**src/logic/acq_pkg.sv**
```systemverilog
package acq_pkg;

    // one circular buffer word holds two 12-bit samples
    localparam int SAMPLE_WORD_W = 32;

    // buffer words gathered into one data burst
    localparam int WORDS_PER_BURST = 4;

    // record payload width, one burst wide
    localparam int REC_W = SAMPLE_WORD_W * WORDS_PER_BURST;

    // kinds of records written into the output FIFO
    typedef enum logic [1:0] {
        REC_FILL_HDR,
        REC_WFM_HDR,
        REC_DATA,
        REC_CHECKSUM
    } rec_kind_e;

    // one record as it leaves the channel
    typedef struct packed {
        rec_kind_e        kind;
        logic [REC_W-1:0] payload;
    } acq_record_t;

    // strobes from the sequencer to the datapath
    typedef struct packed {
        // record kind for header and checksum strobes
        rec_kind_e sel;
        logic      rec_strobe;
        logic      rd_init;
        logic      rd_inc;
        logic      burst_load;
        logic      burst_dec;
        logic      fill_inc;
        logic      cksum_clear;
    } acq_ctrl_t;

endpackage

```
**src/logic/acq_input_sync.sv**
```systemverilog
module acq_input_sync #(
    parameter int SYNC_STAGES = 4
) (
    input  logic       clk,
    input  logic       adc_acq_full_reset,
    input  logic [1:0] acq_enable,
    input  logic       acq_trig,
    input  logic       ddr3_wr_done,
    output logic       mode_enabled,
    output logic [1:0] fill_type,
    output logic       trig_level,
    output logic       wr_done_sync
);

    // enable chain is one stage short, the mode register makes up the last stage
    logic [SYNC_STAGES-2:0][1:0] en_sync;
    logic [SYNC_STAGES-1:0]      trig_sync;
    // ddr3 done is a slow level, two stages are enough
    logic [1:0]                  done_sync;

    always_ff @(posedge clk) begin
        if (adc_acq_full_reset) begin
            en_sync      <= '0;
            trig_sync    <= '0;
            done_sync    <= '0;
            mode_enabled <= 1'b0;
            fill_type    <= 2'b00;
        end else begin
            en_sync[0]   <= acq_enable;
            trig_sync[0] <= acq_trig;
            for (int i = 1; i < SYNC_STAGES - 1; i++) begin
                en_sync[i] <= en_sync[i-1];
            end
            for (int i = 1; i < SYNC_STAGES; i++) begin
                trig_sync[i] <= trig_sync[i-1];
            end
            done_sync <= {done_sync[0], ddr3_wr_done};
            // armed whenever either enable bit is set
            mode_enabled <= |en_sync[SYNC_STAGES-2];
            // both enable bits together select the fill type
            fill_type    <= en_sync[SYNC_STAGES-2];
        end
    end

    assign trig_level   = trig_sync[SYNC_STAGES-1];
    assign wr_done_sync = done_sync[1];

endmodule

```
**src/logic/acq_sequencer.sv**
```systemverilog
module acq_sequencer (
    input  logic              clk,
    input  logic              adc_acq_full_reset,
    input  logic              mode_enabled,
    input  logic              trig_level,
    input  logic              wr_done_sync,
    input  logic              trig_fifo_empty,
    input  logic              burst_last,
    output acq_pkg::acq_ctrl_t ctrl,
    output logic              trig_addr_rd_en,
    output logic              acq_enabled,
    output logic              sm_idle,
    output logic              acq_done
);

    import acq_pkg::*;

    typedef enum logic [3:0] {
        IDLE,
        WATCH_FOR_TRIG,
        FILL_INIT1,
        FILL_INIT2,
        WFM_INIT1,
        WFM_INIT2,
        RUN1,
        RUN2,
        RUN3,
        RUN4,
        WFM_END,
        CHECKSUM,
        DDR3_WAIT,
        DONE
    } state_e;

    state_e    state;
    state_e    state_next;
    acq_ctrl_t ctrl_next;

    always_comb begin
        state_next = state;
        case (state)
            IDLE: begin
                if (mode_enabled) begin
                    state_next = WATCH_FOR_TRIG;
                end
            end
            // a trigger address in the FIFO starts the fill
            WATCH_FOR_TRIG: begin
                if (!trig_fifo_empty) begin
                    state_next = FILL_INIT1;
                end else if (!mode_enabled) begin
                    state_next = IDLE;
                end
            end
            FILL_INIT1: state_next = FILL_INIT2;
            FILL_INIT2: state_next = WFM_INIT1;
            WFM_INIT1:  state_next = WFM_INIT2;
            WFM_INIT2:  state_next = RUN1;
            // one buffer word read per RUN state
            RUN1:       state_next = RUN2;
            RUN2:       state_next = RUN3;
            RUN3:       state_next = RUN4;
            RUN4:       state_next = burst_last ? WFM_END : RUN1;
            // last burst is still coming back from the buffer here
            WFM_END:    state_next = CHECKSUM;
            CHECKSUM:   state_next = DDR3_WAIT;
            DDR3_WAIT: begin
                if (wr_done_sync) begin
                    state_next = DONE;
                end
            end
            // hold while the trigger stays high so one trigger gives one fill
            DONE: begin
                if (!(mode_enabled && trig_level)) begin
                    state_next = IDLE;
                end
            end
            default:    state_next = IDLE;
        endcase
    end

    // strobes are decoded from the state being entered
    always_comb begin
        ctrl_next     = '0;
        ctrl_next.sel = REC_DATA;
        case (state_next)
            FILL_INIT1: ctrl_next.cksum_clear = 1'b1;
            FILL_INIT2: begin
                ctrl_next.sel        = REC_FILL_HDR;
                ctrl_next.rec_strobe = 1'b1;
            end
            WFM_INIT1: begin
                ctrl_next.rd_init    = 1'b1;
                ctrl_next.burst_load = 1'b1;
            end
            WFM_INIT2: begin
                ctrl_next.sel        = REC_WFM_HDR;
                ctrl_next.rec_strobe = 1'b1;
            end
            RUN1: begin
                ctrl_next.rd_inc    = 1'b1;
                ctrl_next.burst_dec = 1'b1;
            end
            RUN2, RUN3, RUN4: ctrl_next.rd_inc = 1'b1;
            CHECKSUM: begin
                ctrl_next.sel        = REC_CHECKSUM;
                ctrl_next.rec_strobe = 1'b1;
                ctrl_next.fill_inc   = 1'b1;
            end
            default: ;
        endcase
    end

    always_ff @(posedge clk) begin
        if (adc_acq_full_reset) begin
            state           <= IDLE;
            ctrl            <= '0;
            trig_addr_rd_en <= 1'b0;
            acq_enabled     <= 1'b0;
            sm_idle         <= 1'b1;
            acq_done        <= 1'b0;
        end else begin
            state           <= state_next;
            ctrl            <= ctrl_next;
            // FWFT FIFO so the address is already on trig_addr when popped
            trig_addr_rd_en <= (state_next == WFM_INIT1);
            acq_enabled     <= !(state_next inside {IDLE, WATCH_FOR_TRIG});
            sm_idle         <= (state_next inside {IDLE, WATCH_FOR_TRIG});
            acq_done        <= (state_next == DONE);
        end
    end

    // trigger FIFO must still hold the address three cycles after it was seen
    a_pop_not_empty: assert property (@(posedge clk) disable iff (adc_acq_full_reset)
        trig_addr_rd_en |-> !trig_fifo_empty);

endmodule

```
**src/logic/acq_counters.sv**
```systemverilog
module acq_counters #(
    parameter int BURST_CNT_W = 12
) (
    input  logic                   clk,
    input  logic                   adc_acq_full_reset,
    input  acq_pkg::acq_ctrl_t     ctrl,
    input  logic [BURST_CNT_W-1:0] burst_count,
    output logic                   burst_last,
    output logic [23:0]            fill_num
);

    // bursts still to read after the one in progress
    logic [BURST_CNT_W-1:0] burst_cnt;

    always_ff @(posedge clk) begin
        if (adc_acq_full_reset) begin
            burst_cnt <= '0;
            fill_num  <= '0;
        end else begin
            if (ctrl.burst_load) begin
                burst_cnt <= burst_count;
            end else if (ctrl.burst_dec) begin
                burst_cnt <= burst_cnt - 1'b1;
            end
            // one count per fill, bumped with the checksum record
            if (ctrl.fill_inc) begin
                fill_num <= fill_num + 1'b1;
            end
        end
    end

    // decrement lands in RUN1 so RUN4 sees the count for the burst being read
    assign burst_last = (burst_cnt == '0);

    // a zero burst count on the port would wrap the countdown
    a_no_underflow: assert property (@(posedge clk) disable iff (adc_acq_full_reset)
        ctrl.burst_dec |-> (burst_cnt != '0));

endmodule

```
**src/logic/circ_buf_reader.sv**
```systemverilog
module circ_buf_reader #(
    parameter int BUF_ADDR_W = 10
) (
    input  logic                              clk,
    input  logic                              adc_acq_full_reset,
    input  acq_pkg::acq_ctrl_t                ctrl,
    input  logic [BUF_ADDR_W-1:0]             trig_addr,
    input  logic [acq_pkg::SAMPLE_WORD_W-1:0] circ_buf_rd_data,
    output logic [BUF_ADDR_W-1:0]             circ_buf_rd_addr,
    output logic                              circ_buf_rd_en,
    output logic [acq_pkg::REC_W-1:0]         burst_data,
    output logic                              burst_valid
);

    import acq_pkg::*;

    logic [BUF_ADDR_W-1:0]                               rd_addr;
    // marks the cycle the buffer returns a word
    logic                                                rd_inc_q;
    logic [$clog2(WORDS_PER_BURST)-1:0]                  lane_idx;
    // first three lanes are held, the fourth comes straight from the buffer
    logic [WORDS_PER_BURST-2:0][SAMPLE_WORD_W-1:0]       lanes;

    always_ff @(posedge clk) begin
        if (adc_acq_full_reset) begin
            rd_addr  <= '0;
            rd_inc_q <= 1'b0;
            lane_idx <= '0;
        end else begin
            if (ctrl.rd_init) begin
                rd_addr  <= trig_addr;
                lane_idx <= '0;
            end else if (ctrl.rd_inc) begin
                // natural wrap at the top of the buffer
                rd_addr <= rd_addr + 1'b1;
            end
            rd_inc_q <= ctrl.rd_inc;
            if (rd_inc_q) begin
                lane_idx <= lane_idx + 1'b1;
            end
        end
    end

    always_ff @(posedge clk) begin
        if (rd_inc_q && (lane_idx != WORDS_PER_BURST - 1)) begin
            lanes[lane_idx] <= circ_buf_rd_data;
        end
    end

    assign circ_buf_rd_addr = rd_addr;
    assign circ_buf_rd_en   = ctrl.rd_inc;
    // first word read sits in the low lane
    assign burst_data  = {circ_buf_rd_data, lanes};
    assign burst_valid = rd_inc_q && (lane_idx == WORDS_PER_BURST - 1);

    // address load needs a cycle before the first read
    a_init_gap: assert property (@(posedge clk) disable iff (adc_acq_full_reset)
        ctrl.rd_init |=> !ctrl.rd_inc);

endmodule

```
**src/logic/record_mux.sv**
```systemverilog
module record_mux #(
    parameter int BUF_ADDR_W  = 10,
    parameter int BURST_CNT_W = 12
) (
    input  logic                      clk,
    input  logic                      adc_acq_full_reset,
    input  acq_pkg::acq_ctrl_t        ctrl,
    input  logic [1:0]                fill_type,
    input  logic [23:0]               fill_num,
    input  logic [BUF_ADDR_W-1:0]     trig_addr,
    input  logic [BURST_CNT_W-1:0]    burst_count,
    input  logic [acq_pkg::REC_W-1:0] burst_data,
    input  logic                      burst_valid,
    output logic                      rec_valid,
    output acq_pkg::acq_record_t      rec
);

    import acq_pkg::*;

    // trigger FIFO is popped before the waveform header goes out
    logic [BUF_ADDR_W-1:0]                         trig_addr_q;
    logic [SAMPLE_WORD_W-1:0]                      cksum;
    logic [SAMPLE_WORD_W-1:0]                      lane_sum;
    logic [WORDS_PER_BURST-1:0][SAMPLE_WORD_W-1:0] hdr_lanes;
    acq_record_t                                   rec_next;
    logic                                          emit;

    always_comb begin
        hdr_lanes = '0;
        case (ctrl.sel)
            REC_FILL_HDR: begin
                hdr_lanes[0] = SAMPLE_WORD_W'(fill_num);
                hdr_lanes[1] = SAMPLE_WORD_W'(fill_type);
                hdr_lanes[2] = SAMPLE_WORD_W'(burst_count);
            end
            REC_WFM_HDR: begin
                hdr_lanes[0] = SAMPLE_WORD_W'(trig_addr_q);
                hdr_lanes[1] = SAMPLE_WORD_W'(burst_count);
            end
            REC_CHECKSUM: hdr_lanes[0] = cksum;
            default: ;
        endcase
        // data bursts and strobed records never share a cycle
        rec_next.kind    = burst_valid ? REC_DATA : ctrl.sel;
        rec_next.payload = burst_valid ? burst_data : hdr_lanes;
        lane_sum = '0;
        for (int i = 0; i < WORDS_PER_BURST; i++) begin
            lane_sum = lane_sum + rec_next.payload[i*SAMPLE_WORD_W +: SAMPLE_WORD_W];
        end
    end

    assign emit = burst_valid || ctrl.rec_strobe;

    always_ff @(posedge clk) begin
        if (adc_acq_full_reset) begin
            rec_valid <= 1'b0;
            cksum     <= '0;
        end else begin
            rec_valid <= emit;
            if (ctrl.cksum_clear) begin
                cksum <= '0;
            end else if (emit && (rec_next.kind != REC_CHECKSUM)) begin
                // modular sum of every lane emitted so far in the fill
                cksum <= cksum + lane_sum;
            end
        end
    end

    always_ff @(posedge clk) begin
        if (emit) begin
            rec <= rec_next;
        end
        if (ctrl.rd_init) begin
            trig_addr_q <= trig_addr;
        end
    end

    // sequencer timing keeps strobes clear of the burst completion cycles
    a_no_collision: assert property (@(posedge clk) disable iff (adc_acq_full_reset)
        !(burst_valid && ctrl.rec_strobe));

endmodule

```
**src/logic/adc_acq_top.sv**
```systemverilog
module adc_acq_top #(
    parameter int SYNC_STAGES = 4,
    parameter int BUF_ADDR_W  = 10,
    parameter int BURST_CNT_W = 12
) (
    input  logic                              clk,
    input  logic                              adc_acq_full_reset,
    input  logic [1:0]                        acq_enable,
    input  logic                              acq_trig,
    input  logic                              trig_fifo_empty,
    input  logic [BUF_ADDR_W-1:0]             trig_addr,
    input  logic [BURST_CNT_W-1:0]            burst_count,
    input  logic                              ddr3_wr_done,
    input  logic [acq_pkg::SAMPLE_WORD_W-1:0] circ_buf_rd_data,
    output logic                              trig_addr_rd_en,
    output logic [BUF_ADDR_W-1:0]             circ_buf_rd_addr,
    output logic                              circ_buf_rd_en,
    output logic                              rec_valid,
    output acq_pkg::acq_record_t              rec,
    output logic                              acq_enabled,
    output logic                              sm_idle,
    output logic                              acq_done
);

    import acq_pkg::*;

    logic             mode_enabled;
    logic [1:0]       fill_type;
    logic             trig_level;
    logic             wr_done_sync;
    acq_ctrl_t        ctrl;
    logic             burst_last;
    logic [23:0]      fill_num;
    logic [REC_W-1:0] burst_data;
    logic             burst_valid;

    acq_input_sync #(
        .SYNC_STAGES(SYNC_STAGES)
    ) u_input_sync (
        .clk, .adc_acq_full_reset, .acq_enable, .acq_trig, .ddr3_wr_done,
        .mode_enabled, .fill_type, .trig_level, .wr_done_sync
    );

    acq_sequencer u_sequencer (
        .clk, .adc_acq_full_reset, .mode_enabled, .trig_level, .wr_done_sync,
        .trig_fifo_empty, .burst_last, .ctrl, .trig_addr_rd_en, .acq_enabled,
        .sm_idle, .acq_done
    );

    acq_counters #(
        .BURST_CNT_W(BURST_CNT_W)
    ) u_counters (
        .clk, .adc_acq_full_reset, .ctrl, .burst_count, .burst_last, .fill_num
    );

    circ_buf_reader #(
        .BUF_ADDR_W(BUF_ADDR_W)
    ) u_reader (
        .clk, .adc_acq_full_reset, .ctrl, .trig_addr, .circ_buf_rd_data,
        .circ_buf_rd_addr, .circ_buf_rd_en, .burst_data, .burst_valid
    );

    record_mux #(
        .BUF_ADDR_W (BUF_ADDR_W),
        .BURST_CNT_W(BURST_CNT_W)
    ) u_record_mux (
        .clk, .adc_acq_full_reset, .ctrl, .fill_type, .fill_num, .trig_addr,
        .burst_count, .burst_data, .burst_valid, .rec_valid, .rec
    );

endmodule

```
**config.mk**
```make
export PLATFORM = sky130hd
export DESIGN_NAME = adc_acq_top
export DESIGN_NICKNAME = d
export VERILOG_FILES = /design/src/logic/acq_pkg.sv /design/src/logic/acq_input_sync.sv /design/src/logic/acq_sequencer.sv /design/src/logic/acq_counters.sv /design/src/logic/circ_buf_reader.sv /design/src/logic/record_mux.sv /design/src/logic/adc_acq_top.sv
export SDC_FILE = /design/constraint.sdc
export NUM_CORES = 1
export LEC_CHECK = 0
export ABC_CLOCK_PERIOD_IN_PS = 6300
export BUFFER_PORTS_ARGS = -buffer_cell sky130_fd_sc_hd__buf_4
export CORE_UTILIZATION = 36
export CTS_CLUSTER_SIZE = 20
export DETAILED_ROUTE_END_ITERATION = 7
export PLACE_DENSITY = 0.65
export RECOVER_POWER = 50
export SLEW_MARGIN = 5
export SYNTH_ARGS = -nofsm -noshare
export SYNTH_HDL_FRONTEND = slang
export SYNTH_SLANG_ARGS = --single-unit
```
**constraint.sdc**
```tcl
create_clock -name clk -period 6.3 [get_ports clk]
set_clock_uncertainty 0.15 [all_clocks]
set_input_delay 1.26 -clock clk [delete_from_list [all_inputs] [get_ports clk]]
set_output_delay 1.26 -clock clk [all_outputs]
set_load 0.005 [all_outputs]
```
==> flow_summary.ini <==
[place]
placedInstanceArea_um2 = 19000
placement.setup.worst_slack_ps = 257
detailed_place_hpwl_mm = 28.9
port-buffer-count = 206
routability_cong = 0.835

[sta]
setup-violations-final = 0
final.period_utilization_pct = 92.8
relSlewSlack_pct = -142
max_clock_freq_mhz = 171
finalHoldViolations = 0
finalWorstSetupSlack_ps = 451
timing.final.max_slew_violations = 133
grt_setup_unrepaired = false
crit_path_time_final_ps = 5850
totalNegativeSetupSlack_ps = 0
worstMarginPinSlew_ps = 3630

[detailed_routing]
drc_violation_count_after_routing = 0
route.detailed.wl_per_inst_um = 18.2
routed_wirelength_mm = 40.9
detail_route.vias_per_cell = 5.04
number_of_detailed_route_iterations_in_the_first_pass = 5
residual_antenna_violating_net_count_after_detailed_routing = 0
dr.first_iter.drc_count = 728
routed-via-count = 11297

[yosys]
syn-cell-area_um2 = 16800
post-synth-top-area-fraction_pct = 42.2
asyncSetResetFlopFracSynth_pct = 0
yosys_warnings = 0
avgSynthCellArea_um2 = 11.9
synth_cell_types = 66
yosys_most_used_dff = edfxtp_1
synth_register_bits = 348
synth_sequential_area_ratio_pct = 55.5
number_of_enable_type_register_cells_in_the_synthesized_netlist = 236
synth_nets = 1608
postSynthCellCount = 1416
yosysTopAreaCell = edfxtp_1
synth_top_cells_by_area = edfxtp_1 (42%), dfxtp_1 (13%), fa_1 (11%)

[floorplan]
initial_core_util_pct = 36.8
floorplan.die.width_um = 218
design.portCount = 207
core-area_um2 = 45700
fp-row-count = 78
dieArea_um2 = 47600
die-height_um = 218

[final_layout]
nFillCells = 4224
finalNetCount = 1807
diodes = 0
final_layout_size_suffix_gt1_share_pct = 16.3
post-route-cell-area_um2 = 20200
multiInputGateArea_um2 = 6750
ff_latch_area_um2 = 9330
final_core_utilization_pct = 44.2
area.growth.synth_to_final_pct = 20.0

[run_status]
status = complete, but fails checks
violated_checks = max-capacitance violations, max-slew violations

[cts]
tritoncts = yes
clkSlewWorstSetupHoldPaths_ps = 70
cts-root-buf = clkbuf_16
cts_buffers = 38
cts_post_setup_buffers_inserted = 0
cts-htree-levels = 2
clock_sink_count = 348
cts_buffer_depth = 3
clk_latency_ps = 560

[global_route]
antenna_found_initial = 1
aggregate_global_route_resource_usage_pct = 17.3
grt_pass1_wl_mm = 63.2
gr-total-overflow = 0
grt_pass1_vias = 11230
grt_start_max_net_pins = 76

[power_and_ir_drop]
static-leakage-power_nw = 8.27
power.ir.vdd_worst_mv = 0.140
post-layout-total-power_w = 0.00501
power_per_cell_area_nw_per_um2 = 248

[setup_path]
setup.worst_path.start_class = flip-flop
ff2ff_setup_slack_ps = 450
timing.critical_path.to_type = flip-flop
timing.rr.start = u_sequencer.ctrl[7]
r2r_cells = 16
reg2reg_to = u_record_mux.cksum[28]
path_class = reg2reg
critPathLaunch = u_sequencer.ctrl[7]
worst_ep_arrival_time_ps = 6120
critPathRequiredTime_ps = 6570
cp-endpoint = u_record_mux.cksum[28]
timing.critical_path.fanout_max = 14

[flow_run]
maxcap_viol_count = 2

[worst_hold_path]
hold_path_class = reg2reg
## layout by cell type (no fill, tap or decap), types with 29 or more instances in the layout
cell and n:
edfxtp_1 236, buf_4 150, nor2_1 139, inv_1 128, dfxtp_1 111, a21oi_1 100
fa_1 92, nand2_1 86, and3_1 80, clkbuf_1 45, clkbuf_16 41, ha_1 39
xor2_1 34, a22o_1 32, clkbuf_4 32, xnor2_1 29
## cell type report
cell class	instances	area share, %
Clock buffer	49	5.51
Inverter	128	2.38
Sequential cell	348	46.3
Clock inverter	19	1.13
Multi-Input combinational cell	874	33.5
Tap cell	600	3.72
Timing Repair Buffer	225	7.55
## logic make-up (layout without fill, tap and decap cells)
group / Yosys count / in the layout / share of synthesized area (%)
buf+inv: 194 / 421 / 4.41
mux: 16 / 16 / 0.968
fa+ha+maj: 131 / 131 / 13.9
simple gates: 424 / 424 / 12.4
xor+xnor: 63 / 63 / 3.28
flops: 348 / 348 / 55.5
compound gates: 240 / 240 / 9.56
## power by group
group | internal [W] | leakage [nW] | switching, W | total, W
clock | 0.00145 | 0.650 | 0.000926 | 0.00238
combinational | 0.0000640 | 4.57 | 0.000105 | 0.000169
sequential | 0.00245 | 3.05 | 0.0000112 | 0.00246
## sequential cells by signal, indices dropped and copies added, names as in the netlist, 2 cells and up
signal                     cells
u_record_mux.trig_addr_q      10
u_input_sync.trig_sync         4
u_input_sync.done_sync         2
u_reader.lane_idx              2
u_reader.circ_buf_rd_addr     10
u_sequencer.ctrl               7
u_counters.burst_cnt          12
u_sequencer.state              4
u_input_sync.en_sync           6
u_reader.burst_data           96
u_counters.fill_num           24
u_record_mux.rec             130
u_input_sync.fill_type         2
u_record_mux.cksum            32
## synthesized netlist by cell type (all sizes together), types with 15 or more instances
library cell    n
ha             39
a22o           32
nor3           15
inv           128
nand3          22
dfxtp         112
nor2          140
o21ai          30
xnor2          29
and3           81
nor2b          25
clkbuf         54
nand2          86
a21oi         103
xor2           34
a21o           17
fa             92
edfxtp        236
## per-layer routing
layer	global-route usage [%]	up-vias	wire (µm)
met2	27.8	358	19300
met4	5.71	2	922
met5	0	-	11
li1	-	5338	-
met1	23.6	5538	18000
met3	3.17	61	2630
## what timing repair did
action                     4_1_cts  5_1_grt
hold buffers                     0        0
gates resized for setup          0        1
setup endpoints to repair        0        1
## through the flow
step / hold WS (ps) / cells
after floorplan: 264 / 1416
after global placement: 267 / 2175
after detailed placement: 270 / 2175
after CTS: 282 / 2243
after global routing: 300 / 2243
final: 282 / 2243
## how the worst min path moves through the flow
stage	from	end	slack [ps]	cells past startpoint
floorplan	u_input_sync.done_sync[0]	u_input_sync.done_sync[1]	260	1
global placement	u_input_sync.trig_sync[1]	u_input_sync.trig_sync[2]	270	1
detailed placement	u_input_sync.trig_sync[2]	u_input_sync.trig_sync[3]	270	1
CTS	u_input_sync.trig_sync[2]	u_input_sync.trig_sync[3]	280	1
global route	u_input_sync.trig_sync[2]	u_input_sync.trig_sync[3]	300	1
finish	u_input_sync.trig_sync[0]	u_input_sync.trig_sync[1]	280	1
## critical path, stage by stage, from the launching register on
cell,delay [ps]
dfxtp_1,320
nor2_1,880
a221oi_1,300
nor2_1,250
fa_1,470
fa_1,590
inv_1,70
fa_1,500
inv_1,50
ha_1,370
a21o_1,230
a2111oi_0,500
a311oi_2,160
a221o_2,410
a31oi_1,210
xor2_1,170
o21ai_1,70
Note: power is estimated with default switching activity, not from simulation.
